==> config.mk <==
export PLATFORM = sky130hd
export DESIGN_NAME = zebra_top
export DESIGN_NICKNAME = d
export VERILOG_FILES = /design/src/zebra_pkg.sv /design/src/frame_scan_if.sv /design/src/zebra_top.sv /design/src/crossing_detector.sv /design/src/binary_readout.sv /design/src/frame_store.sv /design/src/edge_filter.sv
export SDC_FILE = /design/constraint.sdc
export NUM_CORES = 2
export LEC_CHECK = 0
export ABC_AREA = 1
export BUFFER_PORTS_ARGS = -buffer_cell sky130_fd_sc_hd__buf_2
export CAP_MARGIN = 20
export CORE_UTILIZATION = 55
export CTS_BUF_LIST = sky130_fd_sc_hd__clkbuf_8
export CTS_CLUSTER_SIZE = 30
export DETAILED_ROUTE_END_ITERATION = 6
export PLACE_DENSITY_LB_ADDON = 0.25
export SLEW_MARGIN = 5
export SYNTH_ARGS = -nofsm -noshare
export SYNTH_HDL_FRONTEND = slang
export SYNTH_HIERARCHICAL = 1
export SYNTH_SLANG_ARGS = --single-unit
==> constraint.sdc <==
create_clock -name clk -period 13.9 [get_ports clk]
set_clock_uncertainty 0.05 [all_clocks]
set_input_delay 2.085 -clock clk [delete_from_list [all_inputs] [get_ports clk]]
set_output_delay 2.085 -clock clk [all_outputs]
set_load 0.03 [all_outputs]
==> src/zebra_pkg.sv <==
package zebra_pkg;

    // ========================================
    // Image geometry
    // ========================================
    localparam int IMG_W = 12;
    localparam int IMG_H = 10;

    // Interior of the input frame, one pixel lost on every border
    localparam int FRAME_W      = IMG_W - 2;
    localparam int FRAME_H      = IMG_H - 2;
    localparam int FRAME_PIXELS = FRAME_W * FRAME_H;

    localparam int PIX_W = 8;

    // ========================================
    // Detection thresholds
    // ========================================
    localparam int EDGE_THRESHOLD = 64;
    localparam int MIN_RUN        = 3;
    localparam int MIN_GROUPS     = 4;

    typedef logic [PIX_W-1:0] pixel_t;
    typedef logic signed [7:0] coef_t;

    // Indexed [row][col], row 0 is the oldest image line
    typedef coef_t kernel_t [0:2][0:2];

    // Row-major over FRAME_W
    typedef logic [$clog2(FRAME_PIXELS)-1:0] addr_t;

    typedef enum logic [1:0] {
        CELL_BLACK   = 2'b00,
        CELL_WHITE   = 2'b01,
        CELL_VISITED = 2'b10
    } cell_t;

    typedef logic [7:0] count_t;

endpackage
==> src/frame_scan_if.sv <==
`timescale 1ns/1ps

// Detector side of the frame memory: one scan read port plus a mark write port
interface frame_scan_if;

    zebra_pkg::addr_t scan_addr;
    zebra_pkg::cell_t scan_data;
    logic             mark_we;
    zebra_pkg::addr_t mark_addr;

    modport detector (
        output scan_addr,
        output mark_we,
        output mark_addr,
        input  scan_data
    );

    modport store (
        input  scan_addr,
        input  mark_we,
        input  mark_addr,
        output scan_data
    );

endinterface

==> src/zebra_top.sv <==
`timescale 1ns/1ps

module zebra_top (
    input  logic               clk,
    input  logic               rst_n,
    input  logic               x_valid,
    output logic               x_ready,
    input  zebra_pkg::pixel_t  x_data,
    input  zebra_pkg::kernel_t kernel,
    output logic               y_valid,
    input  logic               y_ready,
    output zebra_pkg::pixel_t  y_data,
    input  logic               capture_trigger,
    output logic               capturing,
    output logic               frame_ready,
    output logic               detection_valid,
    output logic               crossing_detected,
    output zebra_pkg::count_t  white_pixel_count,
    output zebra_pkg::count_t  stripe_count,
    output logic               binary_valid,
    input  logic               binary_ready,
    output zebra_pkg::pixel_t  binary_data
);

    logic             edge_valid;
    logic             edge_bit;
    logic             edge_first;
    zebra_pkg::addr_t disp_addr;
    zebra_pkg::cell_t disp_data;

    frame_scan_if u_scan_if ();

    edge_filter u_edge_filter (
        .clk        (clk),
        .rst_n      (rst_n),
        .x_valid    (x_valid),
        .x_ready    (x_ready),
        .x_data     (x_data),
        .kernel     (kernel),
        .y_valid    (y_valid),
        .y_ready    (y_ready),
        .y_data     (y_data),
        .edge_valid (edge_valid),
        .edge_bit   (edge_bit),
        .edge_first (edge_first)
    );

    frame_store u_frame_store (
        .clk             (clk),
        .rst_n           (rst_n),
        .capture_trigger (capture_trigger),
        .edge_valid      (edge_valid),
        .edge_bit        (edge_bit),
        .edge_first      (edge_first),
        .disp_addr       (disp_addr),
        .scan            (u_scan_if.store),
        .capturing       (capturing),
        .frame_ready     (frame_ready),
        .disp_data       (disp_data)
    );

    crossing_detector u_crossing_detector (
        .clk               (clk),
        .rst_n             (rst_n),
        .frame_ready       (frame_ready),
        .scan              (u_scan_if.detector),
        .detection_valid   (detection_valid),
        .crossing_detected (crossing_detected),
        .white_pixel_count (white_pixel_count),
        .stripe_count      (stripe_count)
    );

    binary_readout u_binary_readout (
        .clk             (clk),
        .rst_n           (rst_n),
        .detection_valid (detection_valid),
        .binary_ready    (binary_ready),
        .disp_data       (disp_data),
        .disp_addr       (disp_addr),
        .binary_valid    (binary_valid),
        .binary_data     (binary_data)
    );

endmodule

==> src/crossing_detector.sv <==
`timescale 1ns/1ps

module crossing_detector (
    input  logic              clk,
    input  logic              rst_n,
    input  logic              frame_ready,
    frame_scan_if.detector    scan,
    output logic              detection_valid,
    output logic              crossing_detected,
    output zebra_pkg::count_t white_pixel_count,
    output zebra_pkg::count_t stripe_count
);

    typedef logic [$clog2(zebra_pkg::FRAME_W)-1:0]   col_t;
    typedef logic [$clog2(zebra_pkg::FRAME_W+1)-1:0] len_t;
    typedef logic [$clog2(zebra_pkg::MIN_RUN+1)-1:0] pend_t;

    logic              scanning;
    zebra_pkg::addr_t  rd_addr;
    logic              proc_valid;
    logic              proc_last;
    zebra_pkg::addr_t  proc_addr;
    col_t              col;
    len_t              run_len;
    len_t              base_len;
    len_t              len_now;
    zebra_pkg::addr_t  run_start;
    zebra_pkg::addr_t  start_now;
    logic              is_white;
    logic              row_end;
    logic              reach;
    logic              extend;
    logic              group_end;
    zebra_pkg::count_t groups_next;
    pend_t             pending;
    zebra_pkg::addr_t  mark_ptr;

    assign scan.scan_addr = rd_addr;
    assign scan.mark_we   = pending != '0;
    assign scan.mark_addr = mark_ptr;

    // ========================================
    // Address sweep, one read per cycle
    // ========================================
    always_ff @(posedge clk or negedge rst_n) begin
        if (!rst_n) begin
            scanning   <= 1'b0;
            rd_addr    <= '0;
            proc_valid <= 1'b0;
            proc_last  <= 1'b0;
            proc_addr  <= '0;
        end else begin
            proc_valid <= scanning;
            proc_last  <= scanning &&
                          rd_addr == zebra_pkg::addr_t'(zebra_pkg::FRAME_PIXELS - 1);
            proc_addr  <= rd_addr;
            if (frame_ready) begin
                scanning <= 1'b1;
                rd_addr  <= '0;
            end else if (scanning) begin
                if (rd_addr == zebra_pkg::addr_t'(zebra_pkg::FRAME_PIXELS - 1)) begin
                    scanning <= 1'b0;
                    rd_addr  <= '0;
                end else begin
                    rd_addr <= rd_addr + 1'b1;
                end
            end
        end
    end

    // Runs never cross a row boundary
    assign is_white  = scan.scan_data != zebra_pkg::CELL_BLACK;
    assign row_end   = col == col_t'(zebra_pkg::FRAME_W - 1);
    assign base_len  = (col == '0) ? '0 : run_len;
    assign len_now   = is_white ? base_len + 1'b1 : '0;
    assign start_now = (base_len == '0) ? proc_addr : run_start;
    assign reach     = proc_valid && is_white && len_now == len_t'(zebra_pkg::MIN_RUN);
    assign extend    = proc_valid && is_white && len_now > len_t'(zebra_pkg::MIN_RUN);
    assign group_end = proc_valid &&
                       (is_white ? (row_end && len_now >= len_t'(zebra_pkg::MIN_RUN))
                                 : (base_len >= len_t'(zebra_pkg::MIN_RUN)));
    assign groups_next = stripe_count + zebra_pkg::count_t'(group_end);

    always_ff @(posedge clk or negedge rst_n) begin
        if (!rst_n) begin
            col               <= '0;
            run_len           <= '0;
            run_start         <= '0;
            white_pixel_count <= '0;
            stripe_count      <= '0;
            detection_valid   <= 1'b0;
            crossing_detected <= 1'b0;
        end else begin
            detection_valid <= proc_valid && proc_last;
            if (frame_ready) begin
                col               <= '0;
                run_len           <= '0;
                white_pixel_count <= '0;
                stripe_count      <= '0;
                crossing_detected <= 1'b0;
            end else if (proc_valid) begin
                col               <= row_end ? '0 : col + 1'b1;
                run_len           <= len_now;
                run_start         <= start_now;
                white_pixel_count <= white_pixel_count + zebra_pkg::count_t'(is_white);
                stripe_count      <= groups_next;
                if (proc_last) begin
                    crossing_detected <= groups_next >= zebra_pkg::count_t'(zebra_pkg::MIN_GROUPS);
                end
            end
        end
    end

    // Pending marks form a contiguous range starting at mark_ptr.
    // Reaching MIN_RUN replays from the run start, later pixels extend the range
    always_ff @(posedge clk or negedge rst_n) begin
        if (!rst_n) begin
            pending  <= '0;
            mark_ptr <= '0;
        end else if (reach) begin
            pending  <= pend_t'(zebra_pkg::MIN_RUN);
            mark_ptr <= start_now;
        end else begin
            pending <= pending - pend_t'(pending != '0) + pend_t'(extend);
            if (pending != '0) begin
                mark_ptr <= mark_ptr + 1'b1;
            end
        end
    end

endmodule

==> src/binary_readout.sv <==
`timescale 1ns/1ps

module binary_readout (
    input  logic              clk,
    input  logic              rst_n,
    input  logic              detection_valid,
    input  logic              binary_ready,
    input  zebra_pkg::cell_t  disp_data,
    output zebra_pkg::addr_t  disp_addr,
    output logic              binary_valid,
    output zebra_pkg::pixel_t binary_data
);

    zebra_pkg::addr_t  rd_ptr;
    logic              fetch_valid;
    logic              advance;
    logic              take;
    logic              last;
    zebra_pkg::pixel_t gray;

    assign advance = binary_ready || !binary_valid;
    assign take    = fetch_valid && advance;
    assign last    = rd_ptr == zebra_pkg::addr_t'(zebra_pkg::FRAME_PIXELS - 1);

    // disp_data always belongs to rd_ptr, so a stall simply rereads it
    always_comb begin
        if (!take) begin
            disp_addr = rd_ptr;
        end else if (last) begin
            disp_addr = '0;
        end else begin
            disp_addr = rd_ptr + 1'b1;
        end
    end

    always_comb begin
        case (disp_data)
            zebra_pkg::CELL_WHITE:   gray = 8'd255;
            zebra_pkg::CELL_VISITED: gray = 8'd128;
            default:                 gray = 8'd0;
        endcase
    end

    always_ff @(posedge clk or negedge rst_n) begin
        if (!rst_n) begin
            rd_ptr       <= '0;
            fetch_valid  <= 1'b0;
            binary_valid <= 1'b0;
        end else begin
            rd_ptr <= disp_addr;
            if (detection_valid && !fetch_valid) begin
                fetch_valid <= 1'b1;
            end else if (take && last) begin
                fetch_valid <= 1'b0;
            end
            if (advance) begin
                binary_valid <= fetch_valid;
            end
        end
    end

    always_ff @(posedge clk) begin
        if (take) begin
            binary_data <= gray;
        end
    end

endmodule

==> src/frame_store.sv <==
`timescale 1ns/1ps

module frame_store (
    input  logic             clk,
    input  logic             rst_n,
    input  logic             capture_trigger,
    input  logic             edge_valid,
    input  logic             edge_bit,
    input  logic             edge_first,
    input  zebra_pkg::addr_t disp_addr,
    frame_scan_if.store      scan,
    output logic             capturing,
    output logic             frame_ready,
    output zebra_pkg::cell_t disp_data
);

    typedef enum logic [1:0] {
        ST_IDLE,
        ST_ARMED,
        ST_CAPTURE
    } state_t;

    state_t           state;
    zebra_pkg::addr_t wr_addr;
    zebra_pkg::cell_t mem [zebra_pkg::FRAME_PIXELS];
    logic             wr_en;
    logic             wr_last;

    // Armed store waits for the first window of a frame
    assign wr_en = edge_valid &&
                   (state == ST_CAPTURE || (state == ST_ARMED && edge_first));
    assign wr_last = wr_en &&
                     wr_addr == zebra_pkg::addr_t'(zebra_pkg::FRAME_PIXELS - 1);

    // High from the first written beat through the last one
    assign capturing = wr_en || state == ST_CAPTURE;

    // ========================================
    // Arm and capture control
    // ========================================
    always_ff @(posedge clk or negedge rst_n) begin
        if (!rst_n) begin
            state       <= ST_IDLE;
            wr_addr     <= '0;
            frame_ready <= 1'b0;
        end else begin
            frame_ready <= wr_last;
            if (wr_en) begin
                wr_addr <= wr_last ? '0 : wr_addr + 1'b1;
            end
            case (state)
                ST_IDLE: begin
                    if (capture_trigger) begin
                        state <= ST_ARMED;
                    end
                end
                ST_ARMED: begin
                    if (wr_en) begin
                        state <= ST_CAPTURE;
                    end
                end
                ST_CAPTURE: begin
                    if (wr_last) begin
                        state <= ST_IDLE;
                    end
                end
                default: state <= ST_IDLE;
            endcase
        end
    end

    // Capture has priority; marks only happen between captures
    always_ff @(posedge clk) begin
        if (wr_en) begin
            mem[wr_addr] <= edge_bit ? zebra_pkg::CELL_WHITE : zebra_pkg::CELL_BLACK;
        end else if (scan.mark_we) begin
            mem[scan.mark_addr] <= zebra_pkg::CELL_VISITED;
        end
        scan.scan_data <= mem[scan.scan_addr];
        disp_data      <= mem[disp_addr];
    end

endmodule

==> src/edge_filter.sv <==
`timescale 1ns/1ps

module edge_filter (
    input  logic               clk,
    input  logic               rst_n,
    input  logic               x_valid,
    output logic               x_ready,
    input  zebra_pkg::pixel_t  x_data,
    input  zebra_pkg::kernel_t kernel,
    output logic               y_valid,
    input  logic               y_ready,
    output zebra_pkg::pixel_t  y_data,
    output logic               edge_valid,
    output logic               edge_bit,
    output logic               edge_first
);

    typedef logic [$clog2(zebra_pkg::IMG_W)-1:0] col_t;
    typedef logic [$clog2(zebra_pkg::IMG_H)-1:0] row_t;

    zebra_pkg::pixel_t line0 [zebra_pkg::IMG_W];
    zebra_pkg::pixel_t line1 [zebra_pkg::IMG_W];
    zebra_pkg::pixel_t win   [3][3];
    col_t              col;
    row_t              row;
    logic              win_valid;
    logic              win_first;
    logic              advance;
    logic              accept;
    logic signed [19:0] acc;
    logic [19:0]       abs_acc;
    zebra_pkg::pixel_t mag;

    // Window and output move together, so one condition gates both stages
    assign advance = y_ready || !y_valid;
    assign x_ready = advance;
    assign accept  = x_valid && advance;

    always_ff @(posedge clk or negedge rst_n) begin
        if (!rst_n) begin
            col <= '0;
            row <= '0;
        end else if (accept) begin
            if (col == col_t'(zebra_pkg::IMG_W - 1)) begin
                col <= '0;
                row <= (row == row_t'(zebra_pkg::IMG_H - 1)) ? '0 : row + 1'b1;
            end else begin
                col <= col + 1'b1;
            end
        end
    end

    // line0 holds the previous image row, line1 the one before it
    always_ff @(posedge clk) begin
        if (accept) begin
            line1[col] <= line0[col];
            line0[col] <= x_data;
            for (int r = 0; r < 3; r++) begin
                win[r][0] <= win[r][1];
                win[r][1] <= win[r][2];
            end
            win[0][2] <= line1[col];
            win[1][2] <= line0[col];
            win[2][2] <= x_data;
        end
    end

    // ========================================
    // Signed sum of products and clamp
    // ========================================
    always_comb begin
        acc = '0;
        for (int r = 0; r < 3; r++) begin
            for (int c = 0; c < 3; c++) begin
                acc = acc + $signed({1'b0, win[r][c]}) * kernel[r][c];
            end
        end
    end

    assign abs_acc = acc[19] ? -acc : acc;
    assign mag     = (abs_acc > 20'd255) ? 8'hff : abs_acc[7:0];

    always_ff @(posedge clk or negedge rst_n) begin
        if (!rst_n) begin
            win_valid  <= 1'b0;
            win_first  <= 1'b0;
            y_valid    <= 1'b0;
            edge_valid <= 1'b0;
            edge_first <= 1'b0;
        end else begin
            // Edge strobes last a single cycle even when y stalls
            edge_valid <= 1'b0;
            edge_first <= 1'b0;
            if (advance) begin
                win_valid  <= accept && row >= 2 && col >= 2;
                win_first  <= accept && row == 2 && col == 2;
                y_valid    <= win_valid;
                edge_valid <= win_valid;
                edge_first <= win_first;
            end
        end
    end

    always_ff @(posedge clk) begin
        if (advance && win_valid) begin
            y_data   <= mag;
            edge_bit <= mag >= zebra_pkg::EDGE_THRESHOLD;
        end
    end

endmodule

After elaboration in Yosys (flattened, before gate mapping)
Memories as Yosys holds them, arrays and structs flattened. A register that Yosys moved wholly into a read port is not among the register bits.
Index checks and enable logic that the tools add are counted.
- memory bits (writable): 424
- input port bits: 86
- memories: 4
- flip-flop bits (word level): 108
- word-level logic and storage cells: 182
- bitwise gates (word level): 1
- multiplexer cells: 52
- equal/unequal tests: 16
- $add $sub $neg: 21
- reduce and logical (&&, ||, !) cells: 41
- $mul: 9
- magnitude comparators: 8
- memory list (memory ; words ; bits a word ; rd ports ; clocked after Yosys merged registers in ; write ports ; line ; source):
    u_frame_store.mem ; 80 ; 2 ; 2 ; 2 ; 1 ; frame_store.sv:25 ; zebra_pkg::cell_t mem [zebra_pkg::FRAME_PIXELS];
    u_edge_filter.line0 ; 12 ; 8 ; 1 ; 0 ; 1 ; edge_filter.sv:21 ; zebra_pkg::pixel_t line0 [zebra_pkg::IMG_W];
    u_edge_filter.line1 ; 12 ; 8 ; 1 ; 0 ; 1 ; edge_filter.sv:22 ; zebra_pkg::pixel_t line1 [zebra_pkg::IMG_W];
    u_edge_filter.win ; 3 ; 24 ; 3 ; 0 ; 3 ; edge_filter.sv:23 ; zebra_pkg::pixel_t win [3][3];
- operator list (operator ; number):
    $add 20x20->20 ; 8
    $mul 9x8->17 ; 9
    $mux 7 ; 10
    $mux 8 ; 5
    $mux 4 ; 9
    $add 7x1->7 const B ; 4
    $eq 7x7->1 const B ; 3
    $gt 20x8->1 const B ; 1
    $mux 1 ; 20
    $mux 20 ; 1
    $neg 20->20 ; 1
    $logic_and 1x1->1 ; 19
    $add 4x1->4 const B ; 4
    $add 8x1->8 ; 2
    $ge 4x2->1 const B ; 4
    $pmux 8 s2 ; 1
    $reduce_bool 2->1 ; 7
    $eq 4x2->1 const B ; 3
    $eq 4x4->1 const B ; 3
    $mux 2 ; 5
    $ge 8x3->1 const B ; 1
    $ge 8x7->1 const B ; 1
    $logic_not 4->1 ; 2
    $pmux 2 s3 ; 1
    14 further kinds ; 24

Depth between registers and ports, before layout
An unclocked memory read counts as a cell.
- word-level depth: 15
- mapped depth: 42
- depth with buffers taken out: 42

Cells and area by module
The synthesis kept the hierarchy.
- modules (own cells, without submodules) (module ; times used ; cells each ; area an instance (um2)):
    edge_filter ; 1 ; 3735 ; 34146.5
    frame_store ; 1 ; 1073 ; 9145.0
    crossing_detector ; 1 ; 350 ; 3034.2
    binary_readout ; 1 ; 67 ; 576.8

Worst setup path after synthesis
Ideal clock, no wire load.
- kind: input to register
- from: in kernel[31] in the netlist's numbering
- to: reg u_edge_filter.edge_bit (data pin)
- setup slack: 4059 ps
- stages: 35
- library setup time: 257 ps
- data arrival time: 9534 ps
- required time: 13593 ps
- cell sequence: clkinv_1 or2_2 fa_1 inv_1 fa_1 inv_1 fa_1 fa_1 inv_1 fa_1 fa_1 fa_1 fa_1 fa_1 inv_1 fa_1 inv_1 ha_1 nand2_1 nor2_2 nand3_1 nand2_1 nand2_1 nand2_2 nand2_2 nor2_2 nand2_1 nor2_1 nand4_1 nand3_1 nand3_2 nor2_4 nand3_2 nor2_2 nand2_1
- cells in the longest elaborated chain, start to end: 10
- RTL lines (item ; line ; source):
    start: declaration ; zebra_top.sv:9 ; input zebra_pkg::kernel_t kernel,
    $mul 9x8->17 * ; edge_filter.sv:75 ; acc = acc + $signed({1'b0, win[r][c]}) * kernel[r][c];
    $add 20x20->20 * (4 in a row) ; edge_filter.sv:75 ;
    $neg 20->20 ; edge_filter.sv:80 ; assign abs_acc = acc[19] ? -acc : acc;
    $mux 20 * ; edge_filter.sv:80 ;
    $gt 20x8->1 ; edge_filter.sv:81 ; assign mag = (abs_acc > 20'd255) ? 8'hff : abs_acc[7:0];
    $mux 8 * ; edge_filter.sv:81 ;
    $ge 8x7->1 * ; edge_filter.sv:107 ; edge_bit <= mag >= zebra_pkg::EDGE_THRESHOLD;
    end signal: assignment ; edge_filter.sv:107 ;
    end: declaration ; edge_filter.sv:14 ; output logic edge_bit,
Mark *: on every way between the ends. The rest lies on a longest branch, timed or not.
A chain may end at the register's enable or synchronous reset.

Worst setup path in the final report
Ends and elaborated chain as after synthesis.

==> results.ini <==
[clock_tree]
post_cts_buffers = 0
cts.sink_count = 530
cts.path.max_buffers = 3
cts_tree = done
holdBufCountCts = 0
root_buffer = clkbuf_8
cts_resized = 0
htreeDepth = 3
clock_latency_ps = 740
clk_pin_slew_worst_paths_ps = 60
numCtsBuffers = 91

[critical_path]
cp_max_fo = 23
cp_common_cell = fa_1
reg2reg_from = u_edge_filter/win[0][23]$_DFFE_PP_
slowest_stage = fa_1
critPathLaunchType = input port
required_ps = 14330
crit_path_end_kind = register
critPathArrivalTime_ps = 10740
reg2reg_slack_ps = 4920
crit_type = in2reg
startpoint = kernel[31]
max_stage_delay_ps = 560

[global_routing]
grt_usage_pct = 29.1
grt_pass1_vias = 34400
grt_max_degree = 100
grt_pass1_wl_um = 192000
antenna_found_initial = 19
overflow = 0

[run]
cap_viol_max_count = 0

[timing]
rsz0062_at_grt = no
fin_crit_ps = 10310
finalSetupTns_ps = 0
relSlewSlack_pct = 25.5
hold_slack_ps = 420
post-route-period-util_pct = 74.2
worst_slack_ps = 3590
drv_slew = 0
tightestPinTransition_ps = 1120
max_freq_mhz = 97.0
hold_violations = 0
setup_viol = 0

[placement]
routabilityCongestion = 0.952
portBuffers = 124
hpwl_um = 91600
dpl_worst_slack_ps = 2840
postPlaceCellArea_sq_mm = 0.0483

[final_layout]
final_cell_mix = inv_1, nand2_1, fa_1, edfxtp_1, nand3_1
seqCellArea_sq_mm = 0.0154
syn2layout_area_growth_pct = 6.99
final_common_cell = inv_1
fin_nets = 6199
fin_area_sq_mm = 0.0502
multiInputGateArea_sq_mm = 0.0258
nFillCells = 7330
drive_gt1_share_pct = 8.10

[routing]
finalWirelength_um = 122000
wire_per_inst_um = 18.9
firstDrtPassIters = 6
first_iter_violations = 3226
vias = 34000
vias_per_cell = 5.28
drc = 0
ant_nets = 0

[synth]
syn_area_sq_mm = 0.0469
netlist_instances = 5225
synth_ff_type = edfxtp_1
synth_seq_cells = 530
synthArstFlopShare_pct = 17.2
ys_types = 59
ys_seq_area_share_pct = 32.9
synthesis.nets = 6193
syn_avg_cell_area_sq_um = 8.98
yosysWarnings = 6
synth_edf_count = 435

[die]
die-area_sq_mm = 0.0864
row_count = 106
start_util_pct = 55.8
die_x_um = 294
die_height_um = 294
pin_count = 125
core-area_sq_mm = 0.0841

[outcome]
status = complete, no violations

[min_path]
min_from = u_edge_filter/win_valid$_DFFE_PN0N_
hold_path_class = reg2reg

[cell families (layout without fill, tap and decap cells)]
family                   count (synthesis)  in the layout  synth area share, %
buffers and inverters                 1504           1586                 12.2
other                                    0              5                    0
AND/OR/NAND/NOR                       1963           1963                 18.0
multiplexers                             1              1               0.0240
XOR/XNOR                                35             35                0.670
flip-flops                             530            530                 32.9
AO/OA/AOI/OAI                          310            310                 3.67
adder cells (fa/ha/maj)                882            882                 32.6
[metrics by stage]
step | cells | util, %
6_report | 6446 | 59.7
5_1_grt | 6446 | 59.7
4_1_cts | 6441 | 59.7
3_5_place_dp | 6272 | 57.4
3_3_place_gp | 6272 | 57.4
2_1_floorplan | 5225 | -
[layout make-up]
| class | count | share of cell area, % |
|---|---|---|
| Clock inverter | 71 | 1.08 |
| Clock buffer | 98 | 2.69 |
| Tap cell | 1134 | 2.83 |
| Multi-Input combinational cell | 3191 | 51.5 |
| Sequential cell | 530 | 30.7 |
| Inverter | 1259 | 9.43 |
| Timing Repair Buffer | 158 | 1.75 |
| Antenna cell | 5 | 0.0249 |
[final timing paths]
check / end / depth (start not counted)
max in group asynchronous: u_edge_filter/col[0]$_DFFE_PN0P_ / 2
min in group asynchronous: u_crossing_detector/run_start[4]$_DFFE_PN0P_ / 1
max: u_edge_filter/edge_bit$_DFFE_PP_ / 34
max reg2reg: u_edge_filter/edge_bit$_DFFE_PP_ / 34
min: u_edge_filter/y_valid$_DFFE_PN0N_ / 2
min reg2reg: u_edge_filter/y_valid$_DFFE_PN0N_ / 2
[worst max-delay path, delay by kind of cell]
kind,cells,cell delay [ps]
simple gates,14,2110
buf+inv,8,1010
compound gates,1,90
fa+ha+maj,11,5420
[state kept, by name, indices dropped and copies added (netlist names), 4 cells and up]
| register | flops |
|---|---|
| u_crossing_detector/col | 4 |
| u_edge_filter/line0 | 96 |
| u_crossing_detector/proc_addr | 7 |
| u_crossing_detector/run_start | 7 |
| u_crossing_detector/stripe_count | 8 |
| u_crossing_detector/white_pixel_count | 8 |
| u_crossing_detector/scan.mark_addr | 7 |
| u_frame_store/mem | 160 |
| u_edge_filter/y_data | 8 |
| u_edge_filter/win | 72 |
| u_binary_readout/rd_ptr | 7 |
| u_edge_filter/line1 | 96 |
| u_crossing_detector/run_len | 4 |
| u_frame_store/wr_addr | 7 |
| u_edge_filter/col | 4 |
| u_crossing_detector/scan.scan_addr | 7 |
| u_edge_filter/row | 4 |
[synthesized netlist by cell type (2+ instances only)]
library cell  number  area (sq um)
a21oi_1           38           190
a22o_1             2          17.5
a31o_2             2          17.5
a31oi_1            3          18.8
buf_1              4          15.0
buf_2             11          55.1
buf_4              6          45.0
buf_6              4          45.0
clkbuf_1         220           826
clkinv_1          15          56.3
dfrtp_1           91          2280
dfxtp_1            4          80.1
edfxtp_1         435         13100
fa_1             568         11400
ha_1             314          3930
inv_1           1225          4600
inv_2             18          67.6
nand2_1         1132          4250
nand2_2           20           125
nand2_4            5          56.3
nand3_1          332          1660
nand3_2           10           100
nand3_4            4          70.1
nand3b_1           7          52.6
nand4_1           37           231
nand4_2            8           100
nor2_1           331          1240
nor2_2            15          93.8
nor2_4             6          67.6
nor2_8             2          40.0
nor3_1            24           120
nor3_2             2          20.0
o21a_1             2          15.0
o21ai_0          175           876
o21ai_1            8          40.0
o21ai_2            8          70.1
o22ai_1           62           388
or2_2             22           138
xnor2_1           11          96.3
xor2_1            23           201
[layer usage]
metal	share of wire, %	vias up	global-route usage [%]
li1	-	15900	-
met1	42	16500	40.6
met2	46	1343	46.1
met3	8.0	244	4.98
met4	2.9	22	9.76
met5	0.11	-	0
Power is not shown: default switching activity piles up to over one toggle a cycle in this logic, so the estimate is an artifact.
